### config.mk
export PLATFORM = sky130hd
export DESIGN_NAME = vio_switch
export DESIGN_NICKNAME = d
export VERILOG_FILES = /design/src/hw/vio_switch_pkg.sv /design/src/hw/vio_egress_arbiter.sv /design/src/hw/vio_egress_slice.sv /design/src/hw/vio_ingress_decode.sv /design/src/hw/vio_switch.sv
export SDC_FILE = /design/constraint.sdc
export NUM_CORES = 1
export LEC_CHECK = 0
export BUFFER_PORTS_ARGS = -buffer_cell sky130_fd_sc_hd__buf_2
export CORE_AREA = 2 2 302 304
export DETAILED_ROUTE_END_ITERATION = 8
export DIE_AREA = 0 0 304 306
export PLACE_DENSITY = 0.82
export SLEW_MARGIN = 20
export SYNTH_ARGS = -nofsm -noshare
export SYNTH_HDL_FRONTEND = slang
export SYNTH_SLANG_ARGS = --single-unit
### constraint.sdc
create_clock -name aclk -period 7.4 [get_ports aclk]
set_clock_uncertainty 0.1 [all_clocks]
set_input_delay 0.37 -clock aclk [delete_from_list [all_inputs] [get_ports aclk]]
set_output_delay 0.37 -clock aclk [all_outputs]
set_load 0.005 [all_outputs]
### src/hw/vio_switch_pkg.sv
package vio_switch_pkg;

  // Number of sink ports and source ports on the crossbar
  localparam int N_PORTS = 4;

  // Stream payload widths
  localparam int DATA_BITS = 64;
  localparam int KEEP_BITS = DATA_BITS / 8;

  // Packet id carried on tid
  localparam int PID_BITS = 6;

  // Full tdest width as seen on the stream
  localparam int DEST_BITS = 14;

  // Width of a port index, the low tdest bits of a routable packet
  localparam int PORT_BITS = $clog2(N_PORTS);

endpackage

### src/hw/vio_egress_arbiter.sv
`timescale 1ns/1ns

module vio_egress_arbiter (
  input  logic                                                           aclk,
  input  logic                                                           rst,
  input  logic [vio_switch_pkg::N_PORTS-1:0]                             my_port_hits,
  input  logic [vio_switch_pkg::N_PORTS-1:0]                             in_tvalid,
  input  logic [vio_switch_pkg::N_PORTS-1:0][vio_switch_pkg::DATA_BITS-1:0] in_tdata,
  input  logic [vio_switch_pkg::N_PORTS-1:0][vio_switch_pkg::KEEP_BITS-1:0] in_tkeep,
  input  logic [vio_switch_pkg::N_PORTS-1:0]                             in_tlast,
  input  logic [vio_switch_pkg::N_PORTS-1:0][vio_switch_pkg::PID_BITS-1:0]  in_tid,
  input  logic [vio_switch_pkg::N_PORTS-1:0][vio_switch_pkg::DEST_BITS-1:0] in_tdest,
  input  logic                                                           slice_ready,
  output logic [vio_switch_pkg::N_PORTS-1:0]                             take,
  output logic                                                           out_tvalid,
  output logic [vio_switch_pkg::DATA_BITS-1:0]                           out_tdata,
  output logic [vio_switch_pkg::KEEP_BITS-1:0]                           out_tkeep,
  output logic                                                           out_tlast,
  output logic [vio_switch_pkg::PID_BITS-1:0]                            out_tid,
  output logic [vio_switch_pkg::DEST_BITS-1:0]                           out_tdest
);

  logic                                 lock_q;
  logic [vio_switch_pkg::PORT_BITS-1:0] lock_idx_q;
  logic [vio_switch_pkg::PORT_BITS-1:0] rr_q;

  logic                                 grant_any;
  logic [vio_switch_pkg::PORT_BITS-1:0] grant_idx;
  logic [vio_switch_pkg::PORT_BITS-1:0] sel;
  logic                                 take_beat;

  // Round-robin scan starting at the pointer, first requester wins
  always_comb begin : grant_scan
    logic [vio_switch_pkg::PORT_BITS-1:0] cand;
    grant_any = 1'b0;
    grant_idx = rr_q;
    for (int k = 0; k < vio_switch_pkg::N_PORTS; k++) begin
      cand = vio_switch_pkg::PORT_BITS'((int'(rr_q) + k) % vio_switch_pkg::N_PORTS);
      if (!grant_any && my_port_hits[cand]) begin
        grant_any = 1'b1;
        grant_idx = cand;
      end
    end
  end

  // A locked packet keeps the output, otherwise the fresh grant drives it
  assign sel        = lock_q ? lock_idx_q : grant_idx;
  assign out_tvalid = lock_q ? in_tvalid[lock_idx_q] : grant_any;

  assign out_tdata = in_tdata[sel];
  assign out_tkeep = in_tkeep[sel];
  assign out_tlast = in_tlast[sel];
  assign out_tid   = in_tid[sel];
  assign out_tdest = in_tdest[sel];

  assign take_beat = out_tvalid && slice_ready;

  always_comb begin
    take = '0;
    take[sel] = take_beat;
  end

  always_ff @(posedge aclk) begin
    if (rst) begin
      lock_q     <= 1'b0;
      lock_idx_q <= '0;
      rr_q       <= '0;
    end else begin
      // Hold a fresh grant so the offered beat stays stable while the slice is full
      if (!lock_q && grant_any) begin
        lock_q     <= 1'b1;
        lock_idx_q <= grant_idx;
      end
      // Release on the tlast beat and hand priority to the next input
      if (take_beat && in_tlast[sel]) begin
        lock_q <= 1'b0;
        rr_q   <= vio_switch_pkg::PORT_BITS'((int'(sel) + 1) % vio_switch_pkg::N_PORTS);
      end
    end
  end

endmodule

### src/hw/vio_egress_slice.sv
`timescale 1ns/1ns

module vio_egress_slice (
  input  logic                                 aclk,
  input  logic                                 rst,
  input  logic                                 in_tvalid,
  input  logic [vio_switch_pkg::DATA_BITS-1:0] in_tdata,
  input  logic [vio_switch_pkg::KEEP_BITS-1:0] in_tkeep,
  input  logic                                 in_tlast,
  input  logic [vio_switch_pkg::PID_BITS-1:0]  in_tid,
  input  logic [vio_switch_pkg::DEST_BITS-1:0] in_tdest,
  output logic                                 in_tready,
  output logic                                 src_tvalid,
  output logic [vio_switch_pkg::DATA_BITS-1:0] src_tdata,
  output logic [vio_switch_pkg::KEEP_BITS-1:0] src_tkeep,
  output logic                                 src_tlast,
  output logic [vio_switch_pkg::PID_BITS-1:0]  src_tid,
  output logic [vio_switch_pkg::DEST_BITS-1:0] src_tdest,
  input  logic                                 src_tready
);

  // Skid entry catches the beat that arrives while the output stalls
  logic                                 skid_valid;
  logic [vio_switch_pkg::DATA_BITS-1:0] skid_tdata;
  logic [vio_switch_pkg::KEEP_BITS-1:0] skid_tkeep;
  logic                                 skid_tlast;
  logic [vio_switch_pkg::PID_BITS-1:0]  skid_tid;
  logic [vio_switch_pkg::DEST_BITS-1:0] skid_tdest;

  logic main_free;

  // Ready comes straight from a flop, so the output ready path is cut
  assign in_tready = !skid_valid;
  assign main_free = !src_tvalid || src_tready;

  always_ff @(posedge aclk) begin
    if (rst) begin
      src_tvalid <= 1'b0;
      skid_valid <= 1'b0;
    end else if (main_free) begin
      src_tvalid <= skid_valid || in_tvalid;
      skid_valid <= 1'b0;
    end else if (in_tvalid && in_tready) begin
      skid_valid <= 1'b1;
    end
  end

  always_ff @(posedge aclk) begin
    if (main_free) begin
      // Skid content is older and goes out first
      src_tdata <= skid_valid ? skid_tdata : in_tdata;
      src_tkeep <= skid_valid ? skid_tkeep : in_tkeep;
      src_tlast <= skid_valid ? skid_tlast : in_tlast;
      src_tid   <= skid_valid ? skid_tid : in_tid;
      src_tdest <= skid_valid ? skid_tdest : in_tdest;
    end
    if (!main_free && in_tready) begin
      skid_tdata <= in_tdata;
      skid_tkeep <= in_tkeep;
      skid_tlast <= in_tlast;
      skid_tid   <= in_tid;
      skid_tdest <= in_tdest;
    end
  end

endmodule

### src/hw/vio_ingress_decode.sv
`timescale 1ns/1ns

module vio_ingress_decode (
  input  logic                                 aclk,
  input  logic                                 rst,
  input  logic                                 sink_tvalid,
  input  logic                                 sink_tlast,
  input  logic [vio_switch_pkg::DEST_BITS-1:0] sink_tdest,
  input  logic                                 accept,
  output logic                                 req_valid,
  output logic [vio_switch_pkg::PORT_BITS-1:0] req_port,
  output logic                                 sink_tready,
  output logic                                 decode_err
);

  // Packet state, meaningful between the head beat and the tlast beat
  logic                                 in_pkt_q;
  logic                                 drop_q;
  logic [vio_switch_pkg::PORT_BITS-1:0] port_q;

  logic                                 head_ok;
  logic                                 cur_drop;
  logic [vio_switch_pkg::PORT_BITS-1:0] cur_port;
  logic                                 beat_acc;

  // Only tdest values below the port count name an existing output
  assign head_ok = sink_tdest < vio_switch_pkg::DEST_BITS'(vio_switch_pkg::N_PORTS);

  // Head beat decodes the live tdest, later beats reuse the locked result
  assign cur_drop = in_pkt_q ? drop_q : !head_ok;
  assign cur_port = in_pkt_q ? port_q : sink_tdest[vio_switch_pkg::PORT_BITS-1:0];

  assign req_valid = sink_tvalid && !cur_drop;
  assign req_port  = cur_port;

  // Bad packets are swallowed at full rate, good ones wait for an arbiter
  assign sink_tready = cur_drop || accept;
  assign beat_acc    = sink_tvalid && sink_tready;

  always_ff @(posedge aclk) begin
    if (rst) begin
      in_pkt_q   <= 1'b0;
      drop_q     <= 1'b0;
      decode_err <= 1'b0;
    end else begin
      // One pulse per bad packet, raised by its head beat
      decode_err <= beat_acc && !in_pkt_q && !head_ok;
      if (beat_acc) begin
        in_pkt_q <= !sink_tlast;
        drop_q   <= cur_drop;
      end
    end
  end

  // Destination of the packet in flight
  always_ff @(posedge aclk) begin
    if (beat_acc && !in_pkt_q) begin
      port_q <= cur_port;
    end
  end

endmodule

### src/hw/vio_switch.sv
`timescale 1ns/1ns

module vio_switch (
  input  logic                                                              aclk,
  input  logic                                                              rst,
  input  logic [vio_switch_pkg::N_PORTS-1:0]                                sink_tvalid,
  output logic [vio_switch_pkg::N_PORTS-1:0]                                sink_tready,
  input  logic [vio_switch_pkg::N_PORTS-1:0][vio_switch_pkg::DATA_BITS-1:0] sink_tdata,
  input  logic [vio_switch_pkg::N_PORTS-1:0][vio_switch_pkg::KEEP_BITS-1:0] sink_tkeep,
  input  logic [vio_switch_pkg::N_PORTS-1:0]                                sink_tlast,
  input  logic [vio_switch_pkg::N_PORTS-1:0][vio_switch_pkg::PID_BITS-1:0]  sink_tid,
  input  logic [vio_switch_pkg::N_PORTS-1:0][vio_switch_pkg::DEST_BITS-1:0] sink_tdest,
  output logic [vio_switch_pkg::N_PORTS-1:0]                                src_tvalid,
  input  logic [vio_switch_pkg::N_PORTS-1:0]                                src_tready,
  output logic [vio_switch_pkg::N_PORTS-1:0][vio_switch_pkg::DATA_BITS-1:0] src_tdata,
  output logic [vio_switch_pkg::N_PORTS-1:0][vio_switch_pkg::KEEP_BITS-1:0] src_tkeep,
  output logic [vio_switch_pkg::N_PORTS-1:0]                                src_tlast,
  output logic [vio_switch_pkg::N_PORTS-1:0][vio_switch_pkg::PID_BITS-1:0]  src_tid,
  output logic [vio_switch_pkg::N_PORTS-1:0][vio_switch_pkg::DEST_BITS-1:0] src_tdest,
  output logic [vio_switch_pkg::N_PORTS-1:0]                                s_decode_err
);

  // Ingress requests
  logic [vio_switch_pkg::N_PORTS-1:0]                                req_valid;
  logic [vio_switch_pkg::N_PORTS-1:0][vio_switch_pkg::PORT_BITS-1:0] req_port;
  logic [vio_switch_pkg::N_PORTS-1:0]                                accept;

  // Crossbar matrices, outer index output, inner index input
  logic [vio_switch_pkg::N_PORTS-1:0][vio_switch_pkg::N_PORTS-1:0] port_hits;
  logic [vio_switch_pkg::N_PORTS-1:0][vio_switch_pkg::N_PORTS-1:0] take;
  // Transposed take, outer index input
  logic [vio_switch_pkg::N_PORTS-1:0][vio_switch_pkg::N_PORTS-1:0] take_by_in;

  // Arbiter to slice beats
  logic [vio_switch_pkg::N_PORTS-1:0]                                arb_tvalid;
  logic [vio_switch_pkg::N_PORTS-1:0][vio_switch_pkg::DATA_BITS-1:0] arb_tdata;
  logic [vio_switch_pkg::N_PORTS-1:0][vio_switch_pkg::KEEP_BITS-1:0] arb_tkeep;
  logic [vio_switch_pkg::N_PORTS-1:0]                                arb_tlast;
  logic [vio_switch_pkg::N_PORTS-1:0][vio_switch_pkg::PID_BITS-1:0]  arb_tid;
  logic [vio_switch_pkg::N_PORTS-1:0][vio_switch_pkg::DEST_BITS-1:0] arb_tdest;
  logic [vio_switch_pkg::N_PORTS-1:0]                                slice_ready;

  for (genvar i = 0; i < vio_switch_pkg::N_PORTS; i++) begin : g_in
    vio_ingress_decode u_decode (
      .aclk        (aclk),
      .rst         (rst),
      .sink_tvalid (sink_tvalid[i]),
      .sink_tlast  (sink_tlast[i]),
      .sink_tdest  (sink_tdest[i]),
      .accept      (accept[i]),
      .req_valid   (req_valid[i]),
      .req_port    (req_port[i]),
      .sink_tready (sink_tready[i]),
      .decode_err  (s_decode_err[i])
    );

    // An input is accepted by whichever output currently takes its beat
    for (genvar o = 0; o < vio_switch_pkg::N_PORTS; o++) begin : g_col
      assign take_by_in[i][o] = take[o][i];
    end
    assign accept[i] = |take_by_in[i];
  end

  for (genvar o = 0; o < vio_switch_pkg::N_PORTS; o++) begin : g_out
    for (genvar i = 0; i < vio_switch_pkg::N_PORTS; i++) begin : g_hit
      assign port_hits[o][i] =
        req_valid[i] && (req_port[i] == vio_switch_pkg::PORT_BITS'(o));
    end

    vio_egress_arbiter u_arbiter (
      .aclk         (aclk),
      .rst          (rst),
      .my_port_hits (port_hits[o]),
      .in_tvalid    (sink_tvalid),
      .in_tdata     (sink_tdata),
      .in_tkeep     (sink_tkeep),
      .in_tlast     (sink_tlast),
      .in_tid       (sink_tid),
      .in_tdest     (sink_tdest),
      .slice_ready  (slice_ready[o]),
      .take         (take[o]),
      .out_tvalid   (arb_tvalid[o]),
      .out_tdata    (arb_tdata[o]),
      .out_tkeep    (arb_tkeep[o]),
      .out_tlast    (arb_tlast[o]),
      .out_tid      (arb_tid[o]),
      .out_tdest    (arb_tdest[o])
    );

    vio_egress_slice u_slice (
      .aclk       (aclk),
      .rst        (rst),
      .in_tvalid  (arb_tvalid[o]),
      .in_tdata   (arb_tdata[o]),
      .in_tkeep   (arb_tkeep[o]),
      .in_tlast   (arb_tlast[o]),
      .in_tid     (arb_tid[o]),
      .in_tdest   (arb_tdest[o]),
      .in_tready  (slice_ready[o]),
      .src_tvalid (src_tvalid[o]),
      .src_tdata  (src_tdata[o]),
      .src_tkeep  (src_tkeep[o]),
      .src_tlast  (src_tlast[o]),
      .src_tid    (src_tid[o]),
      .src_tdest  (src_tdest[o]),
      .src_tready (src_tready[o])
    );
  end

endmodule

Yosys cells after proc, flatten, opt, wreduce, memory -nomap -nowiden:

Index checks and enable logic that the tools add are counted.

* register bits: 792
* latch bits: 0
* bits in writable memories: 0
* memory bits (read-only): 0
* bits of input ports: 382
* output and inout bits: 384
* logic and storage cells: 428
* memories kept: 0

* $add $sub $neg: 16
* multiply operators: 0
* div/mod/pow operators: 0
* magnitude comparators: 32
* equal/unequal tests: 12
* shifts and indexed selects: 0
* multiplexer cells: 152
* bitwise gates (word level): 4
* reduce and logical (&&, ||, !) cells: 136

Operators by type and width (number)
* binary-select mux 64 bit (select 2 bit): 4
* two-way mux 64 bit: 8
* binary-select mux 14 bit (select 2 bit): 4
* two-way mux 14 bit: 8
* < comparator 2 x 3 -> 1 bit (second input constant): 24
* binary-select mux 8 bit (select 2 bit): 4
* logical AND 1 bit: 64
* two-way mux 8 bit: 8
* < comparator 14 x 3 -> 1 bit (second input constant): 4
* two-way mux 1 bit: 56
* binary-select mux 1 bit (select 2 bit): 24
* binary-select mux 6 bit (select 2 bit): 4
* two-way mux 6 bit: 8
* zero test 1 bit: 44
* two-way mux 2 bit: 20
* adder 2 x 1 -> 2 bit (second input constant): 8
* adder 2 bit (second input constant): 8
* bitwise AND 4 bit: 4
* == test 2 bit (second input constant): 8
* OR reduction 2 bit: 8
* OR reduction 4 bit: 4
* logical OR 1 bit: 12
* demux 1 bit (select 2 bit): 4
* == test 2 x 1 -> 1 bit (second input constant): 4
* other kinds (2): 8

Longest topological paths before layout:

* depth in word-level cells: 29
* gate-level depth with buffers: 17

Cells and area by module:

From an unflattened synthesis, not the netlist that was laid out.

* cells, all modules: 4000
* area, all modules: 42348.1 um^2

By module, submodules not included
* vio_egress_slice: instances 4, cells an instance 298, area an instance 6931.6 um^2, seq. area each 5625.4 um^2
* vio_egress_arbiter (g_out[0].u_arbiter ...): instances 3, cells an instance 670, area an instance 3335.7 um^2, seq. area each 100.1 um^2
* vio_egress_arbiter (g_out[3].u_arbiter): instances 1, cells an instance 670, area an instance 3348.2 um^2, seq. area each 100.1 um^2
* vio_ingress_decode: instances 4, cells an instance 27, area an instance 277.8 um^2, seq. area each 120.1 um^2
* vio_switch: instances 1, cells an instance 20, area an instance 155.1 um^2, seq. area each 0.0 um^2

Worst setup path before layout:

OpenSTA, ideal clock, no wires.

* kind: input -> register
* from: in src_tready[1] in the netlist's numbering
* to: reg g_out[1].u_slice.skid_tdata[0] in the netlist's numbering (enable)
* arrival: 6.721 ns
* slack: 0.035 ns
* stages: 2
* cell sequence: nand2b_1 -> nor2_1

* longest elaborated chain between the ends: 3

RTL lines
* from (decl): RTL line vio_switch.sv:14 `input logic [vio_switch_pkg::N_PORTS-1:0] src_tready,`
* logical OR 1 bit: RTL line vio_egress_slice.sv:34 `assign main_free = !src_tvalid || src_tready;`
* zero test 1 bit: RTL line vio_egress_slice.sv:57 `if (!main_free && in_tready) begin`
* logical AND 1 bit: RTL line vio_egress_slice.sv:57
* to (signal assigned): RTL line vio_egress_slice.sv:58 `skid_tdata <= in_tdata;`
* to (decl): RTL line vio_egress_slice.sv:24 `logic [vio_switch_pkg::DATA_BITS-1:0] skid_tdata;`

Every way passes these cells.
A chain may end at the register's enable or synchronous reset.

Worst setup path after layout:

* from: in sink_tvalid[3] in the netlist's numbering
* to: out sink_tready[0] in the netlist's numbering

* longest elaborated chain between the ends: 22
* elaborated cells between the ends (all ways): 135

RTL lines
* from (decl): RTL line vio_switch.sv:6 `input logic [vio_switch_pkg::N_PORTS-1:0] sink_tvalid,`
* logical AND 1 bit: RTL line vio_ingress_decode.sv:33 `assign req_valid = sink_tvalid && !cur_drop;`
* logical AND 1 bit: RTL line vio_switch.sv:67 `req_valid[i] && (req_port[i] == vio_switch_pkg::PORT_BITS'(o));`
* binary-select mux 1 bit (select 2 bit): RTL line vio_egress_arbiter.sv:39 `if (!grant_any && my_port_hits[cand]) begin`
* two-way mux 1 bit (not written as such): RTL line vio_egress_arbiter.sv:39
* two-way mux 1 bit: RTL line vio_egress_arbiter.sv:39
* zero test 1 bit: RTL line vio_egress_arbiter.sv:39
* logical AND 1 bit: RTL line vio_egress_arbiter.sv:39
* two-way mux 1 bit: RTL line vio_egress_arbiter.sv:39
* [... 6 more ...]
* two-way mux 2 bit: RTL line vio_egress_arbiter.sv:47 `assign sel = lock_q ? lock_idx_q : grant_idx;`
* < comparator 2 x 3 -> 1 bit (not written as such) / >= comparator 2 x 1 -> 1 bit (equally long branches): RTL line vio_egress_arbiter.sv:60 `take[sel] = take_beat;`
* logical AND 1 bit (not written as such): RTL line vio_egress_arbiter.sv:60
* two-way mux 1 bit (not written as such): RTL line vio_egress_arbiter.sv:60
* demux 1 bit (select 2 bit)
* bitwise AND 4 bit (no line)
* OR reduction 4 bit (*): RTL line vio_switch.sv:61 `assign accept[i] = |take_by_in[i];`
* logical OR 1 bit (*): RTL line vio_ingress_decode.sv:37 `assign sink_tready = cur_drop || accept;`
* to (decl): RTL line vio_switch.sv:7 `output logic [vio_switch_pkg::N_PORTS-1:0] sink_tready,`

Mark *: on every way between the ends. The rest lies on a longest branch, timed or not. The select of a mux whose other input is x is not followed.

==> run metrics <==
element type at the critical path end=output port; fmax=between 150 and 200 MHz; reg2reg setup slack=around 2600 ps; count of cell types in the netlist=72; CP startpoint=sink_tvalid[3]; CTS resizes=0; Total Power=approximately 13000 µW; clock root cell=clkbuf_16; post-DP HPWL=~94000 µm; Tot GR Track Use=between 20 and 30%; worst ir drop on vdd=0.000181 V; combinational family with the most area after synthesis=multiplexers; synthesized area per cell=12.9 µm²; WL final=roughly 140000 µm; M1 GR Usage=about 37%; NetSw=~3900 µW; Mapped Nets=approximately 3700; num rows=110; Crit Path Max Fanout=between 50 and 60; fin crit period=5300 ps; Static Leak=around 0.019 µW; Arrival @ worst endpoint=a little under 5000 ps; Worst Path Required=just under 7000 ps; worst setup path category=input port to output port; Layout Area Growth over Synthesis=17.9%; DRT Pass-1 Iters=6; RSZ-0062 raised after global routing=false; Worst Max-Slew Pin Slew=between 1000 and 1500 ps; fraction of the mapped netlist area in simple logic gates=under 10%; Post-DRT Antenna Nets=0; Tcrit/Tclk final=a little under three quarters; post-CTS setup buffers=0; outcome=finished, final reports clean; setup TNS=0 ps; fill count=7282; Finished Core Util=between 50 and 60%; Register Area=23400 µm²; MaxCap Viol Count=0; post-synthesis cell count=about 3300; die area=93000 µm²; Top Usage Layer GRT=met2; FF-to-FF path depth=12; I/O pins=between 700 and 800; initial antenna violation count=43; vias in the first global route=31979; adder-cell area share of the yosys netlist=less than 1%; Pint=roughly 9400 µW; Sw Share=a little under 30%; Hold Buf Count CTS=5; first-pass GRT wire length=between 200000 and 250000 µm; Seq/Total Area, Yosys=54.7%; YS warnings=0; core footprint=about 90000 µm²; H-tree lvl count=3; vias per inst=6.22; DRC Markers=0; routed len/inst=about 27 µm; # nets final=approximately 4400; multi-input logic area=between 15000 and 20000 µm²; complex-gate fraction of the synthesized area=around a tenth; final setup violation count=0; met3 Use GR=7.42%; GRT overflow=0; placed cell areas=about 48000 µm²; clock latency at the later pin of the worst-skew pair=650 ps; Horiz. Die Dim=slightly above 300 µm; startpoint types=input port; PwrDens=between 200 and 300 nW/µm²; Die Y-Extent=around 300 µm; CTS clk-pin slew, worst paths=roughly 50 ps; 1st-iter DRT viols=3335; Placer Congestion=about 0.94; Top FF cell, synth=edfxtp_1; met2 Resource Use GR=roughly 48%; xor/xnor share of the synthesized area=0%; post-route cell area=between 50000 and 60000 µm²; Pins Over Slew Limit=0; asr flop ratio synth=0%; Mapped Area=approximately 43000 µm²; register bit total from synthesis=between 700 and 800; Reg2Reg Capture Point=g_out[0].u_slice.src_tdata[11]; clk buf depth=3; CTS sink cnt=just under 800; hold depth=3; logic gate share of total power=around 23%; Clk pwr share=32.2%; sequential power share=approximately 45%; final hold vios=0; Critical Path End=sink_tready[0]; Post-synth EDFFs=between 700 and 800; largest net degree at the start of global routing=115; CTS tree=built; mux contribution to synthesized area=about 27%; relative slew slack=between 30% and 40%; HP Class=input port to register; CTS Buf Count=86; IO Port Bufs=roughly 770; Initial Util=47.7%; R2R Path Start=g_in[3].u_decode.in_pkt_q; via count=roughly 33000; share of layout cells above drive strength 1=33.7%
-- synth_stat cells, drive strengths merged, types with 16 or more instances --
library cell | count | area, µm²
inv | 48 | 180
nor2b | 95 | 594
nand2 | 47 | 176
mux2 | 379 | 4270
nor2 | 148 | 556
mux2i | 736 | 7370
clkbuf | 122 | 458
o21ai | 31 | 155
a221oi | 17 | 149
a211oi | 106 | 796
nand2b | 16 | 100
buf | 131 | 758
dfxtp | 40 | 801
edfxtp | 752 | 22600
a21oi | 448 | 2280
a21boi | 18 | 135
-- cell type report --
class | count | area share, %
well taps | 1176 | 2.92
clock buffers | 112 | 4.57
clock inverters | 42 | 0.800
diodes | 35 | 0.174
multi-input cells | 2207 | 35.9
flip-flops and latches | 792 | 46.5
repair buffers | 824 | 8.79
inverters | 49 | 0.405
-- worst max-delay path: stages --
cell           delay, ps
dlygate4sd3_1        520
buf_2                220
nor2b_1              400
nand4_1              480
a21oi_1              460
nor2_1                90
o21a_1               220
o31ai_4              330
inv_6                310
ha_1                 310
a221o_1              390
nor3_1               490
inv_1                 80
buf_2                140
-- cell usage in the layout, fill, tap and decap left out, types with 7 or more instances in the layout --
cell         n
buf_2      765
edfxtp_1   752
mux2i_1    735
a21oi_1    438
mux2_2     378
nor2_1     142
a211oi_1   106
nor2b_1     95
clkbuf_16   88
nand2_1     47
inv_1       46
buf_4       42
dfxtp_1     36
diode_2     35
o21ai_0     23
clkbuf_1    23
a21boi_0    18
a221oi_1    16
clkinv_1    15
nand3_1     13
nor3_1      13
nand2b_1    12
ha_1        12
buf_12      11
a21oi_2     10
clkinv_2    10
nor4_1       9
and3_1       8
o21ai_1      8
nand4_1      7
a21o_1       7
-- flip-flops by register name, indices dropped and copies added (netlist names), 8 cells and up --
name,flops
g_out.u_arbiter.lock_idx_q,8
g_out.u_slice.skid_tdata,256
g_out.u_slice.src_tdest,56
g_in.u_decode.port_q,8
g_out.u_slice.src_tid,24
g_out.u_slice.src_tdata,256
g_out.u_slice.skid_tid,24
g_out.u_slice.skid_tdest,56
g_out.u_slice.skid_tkeep,32
g_out.u_arbiter.rr_q,8
g_out.u_slice.src_tkeep,32
-- metrics by stage --
stage               setup slack [ps]  hold WS, ps  std cells
finish                          2100         63.6       5237
CTS                             2150         10.3       5202
floorplan                       34.7          354       3301
global placement                2220          370       5042
global route                    1900         59.0       5222
detailed placement              2150          391       5043
-- routing by layer --
layer	routed length [µm]	up-vias
met5	213	-
met4	6350	32
met3	15100	375
met2	66600	1970
met1	53700	16125
li1	-	14090
-- how the worst min path moves through the flow --
stage | endpoint | startpoint
finish | g_out[1].u_slice.skid_tdata[51] | sink_tdata[179]
global route | g_out[2].u_slice.skid_tdata[57] | sink_tdata[121]
CTS | g_out[1].u_slice.skid_tdata[51] | sink_tdata[179]
detailed placement | g_in[1].u_decode.drop_q | g_in[1].u_decode.drop_q
global placement | g_in[3].u_decode.drop_q | g_in[3].u_decode.drop_q
floorplan | g_in[3].u_decode.drop_q | g_in[3].u_decode.drop_q
-- power by group through the flow --
| stage | Clock, µW | Combinational, µW | Sequential (µW) |
|---|---|---|---|
| after floorplan | 0 | 1690 | 5980 |
| after global placement | 0 | 2900 | 5990 |
| after detailed placement | 0 | 2990 | 5990 |
| after CTS | 4300 | 3010 | 5910 |
| after global routing | 4460 | 3250 | 5950 |
| final | 4250 | 3050 | 5920 |
-- kinds of logic after synthesis --
group           after synthesis
flops                       792
mux                        1119
compound gates              695
fa+ha+maj                    12
simple gates                381
buf+inv                     302
Power figures use the tool's default switching activity.
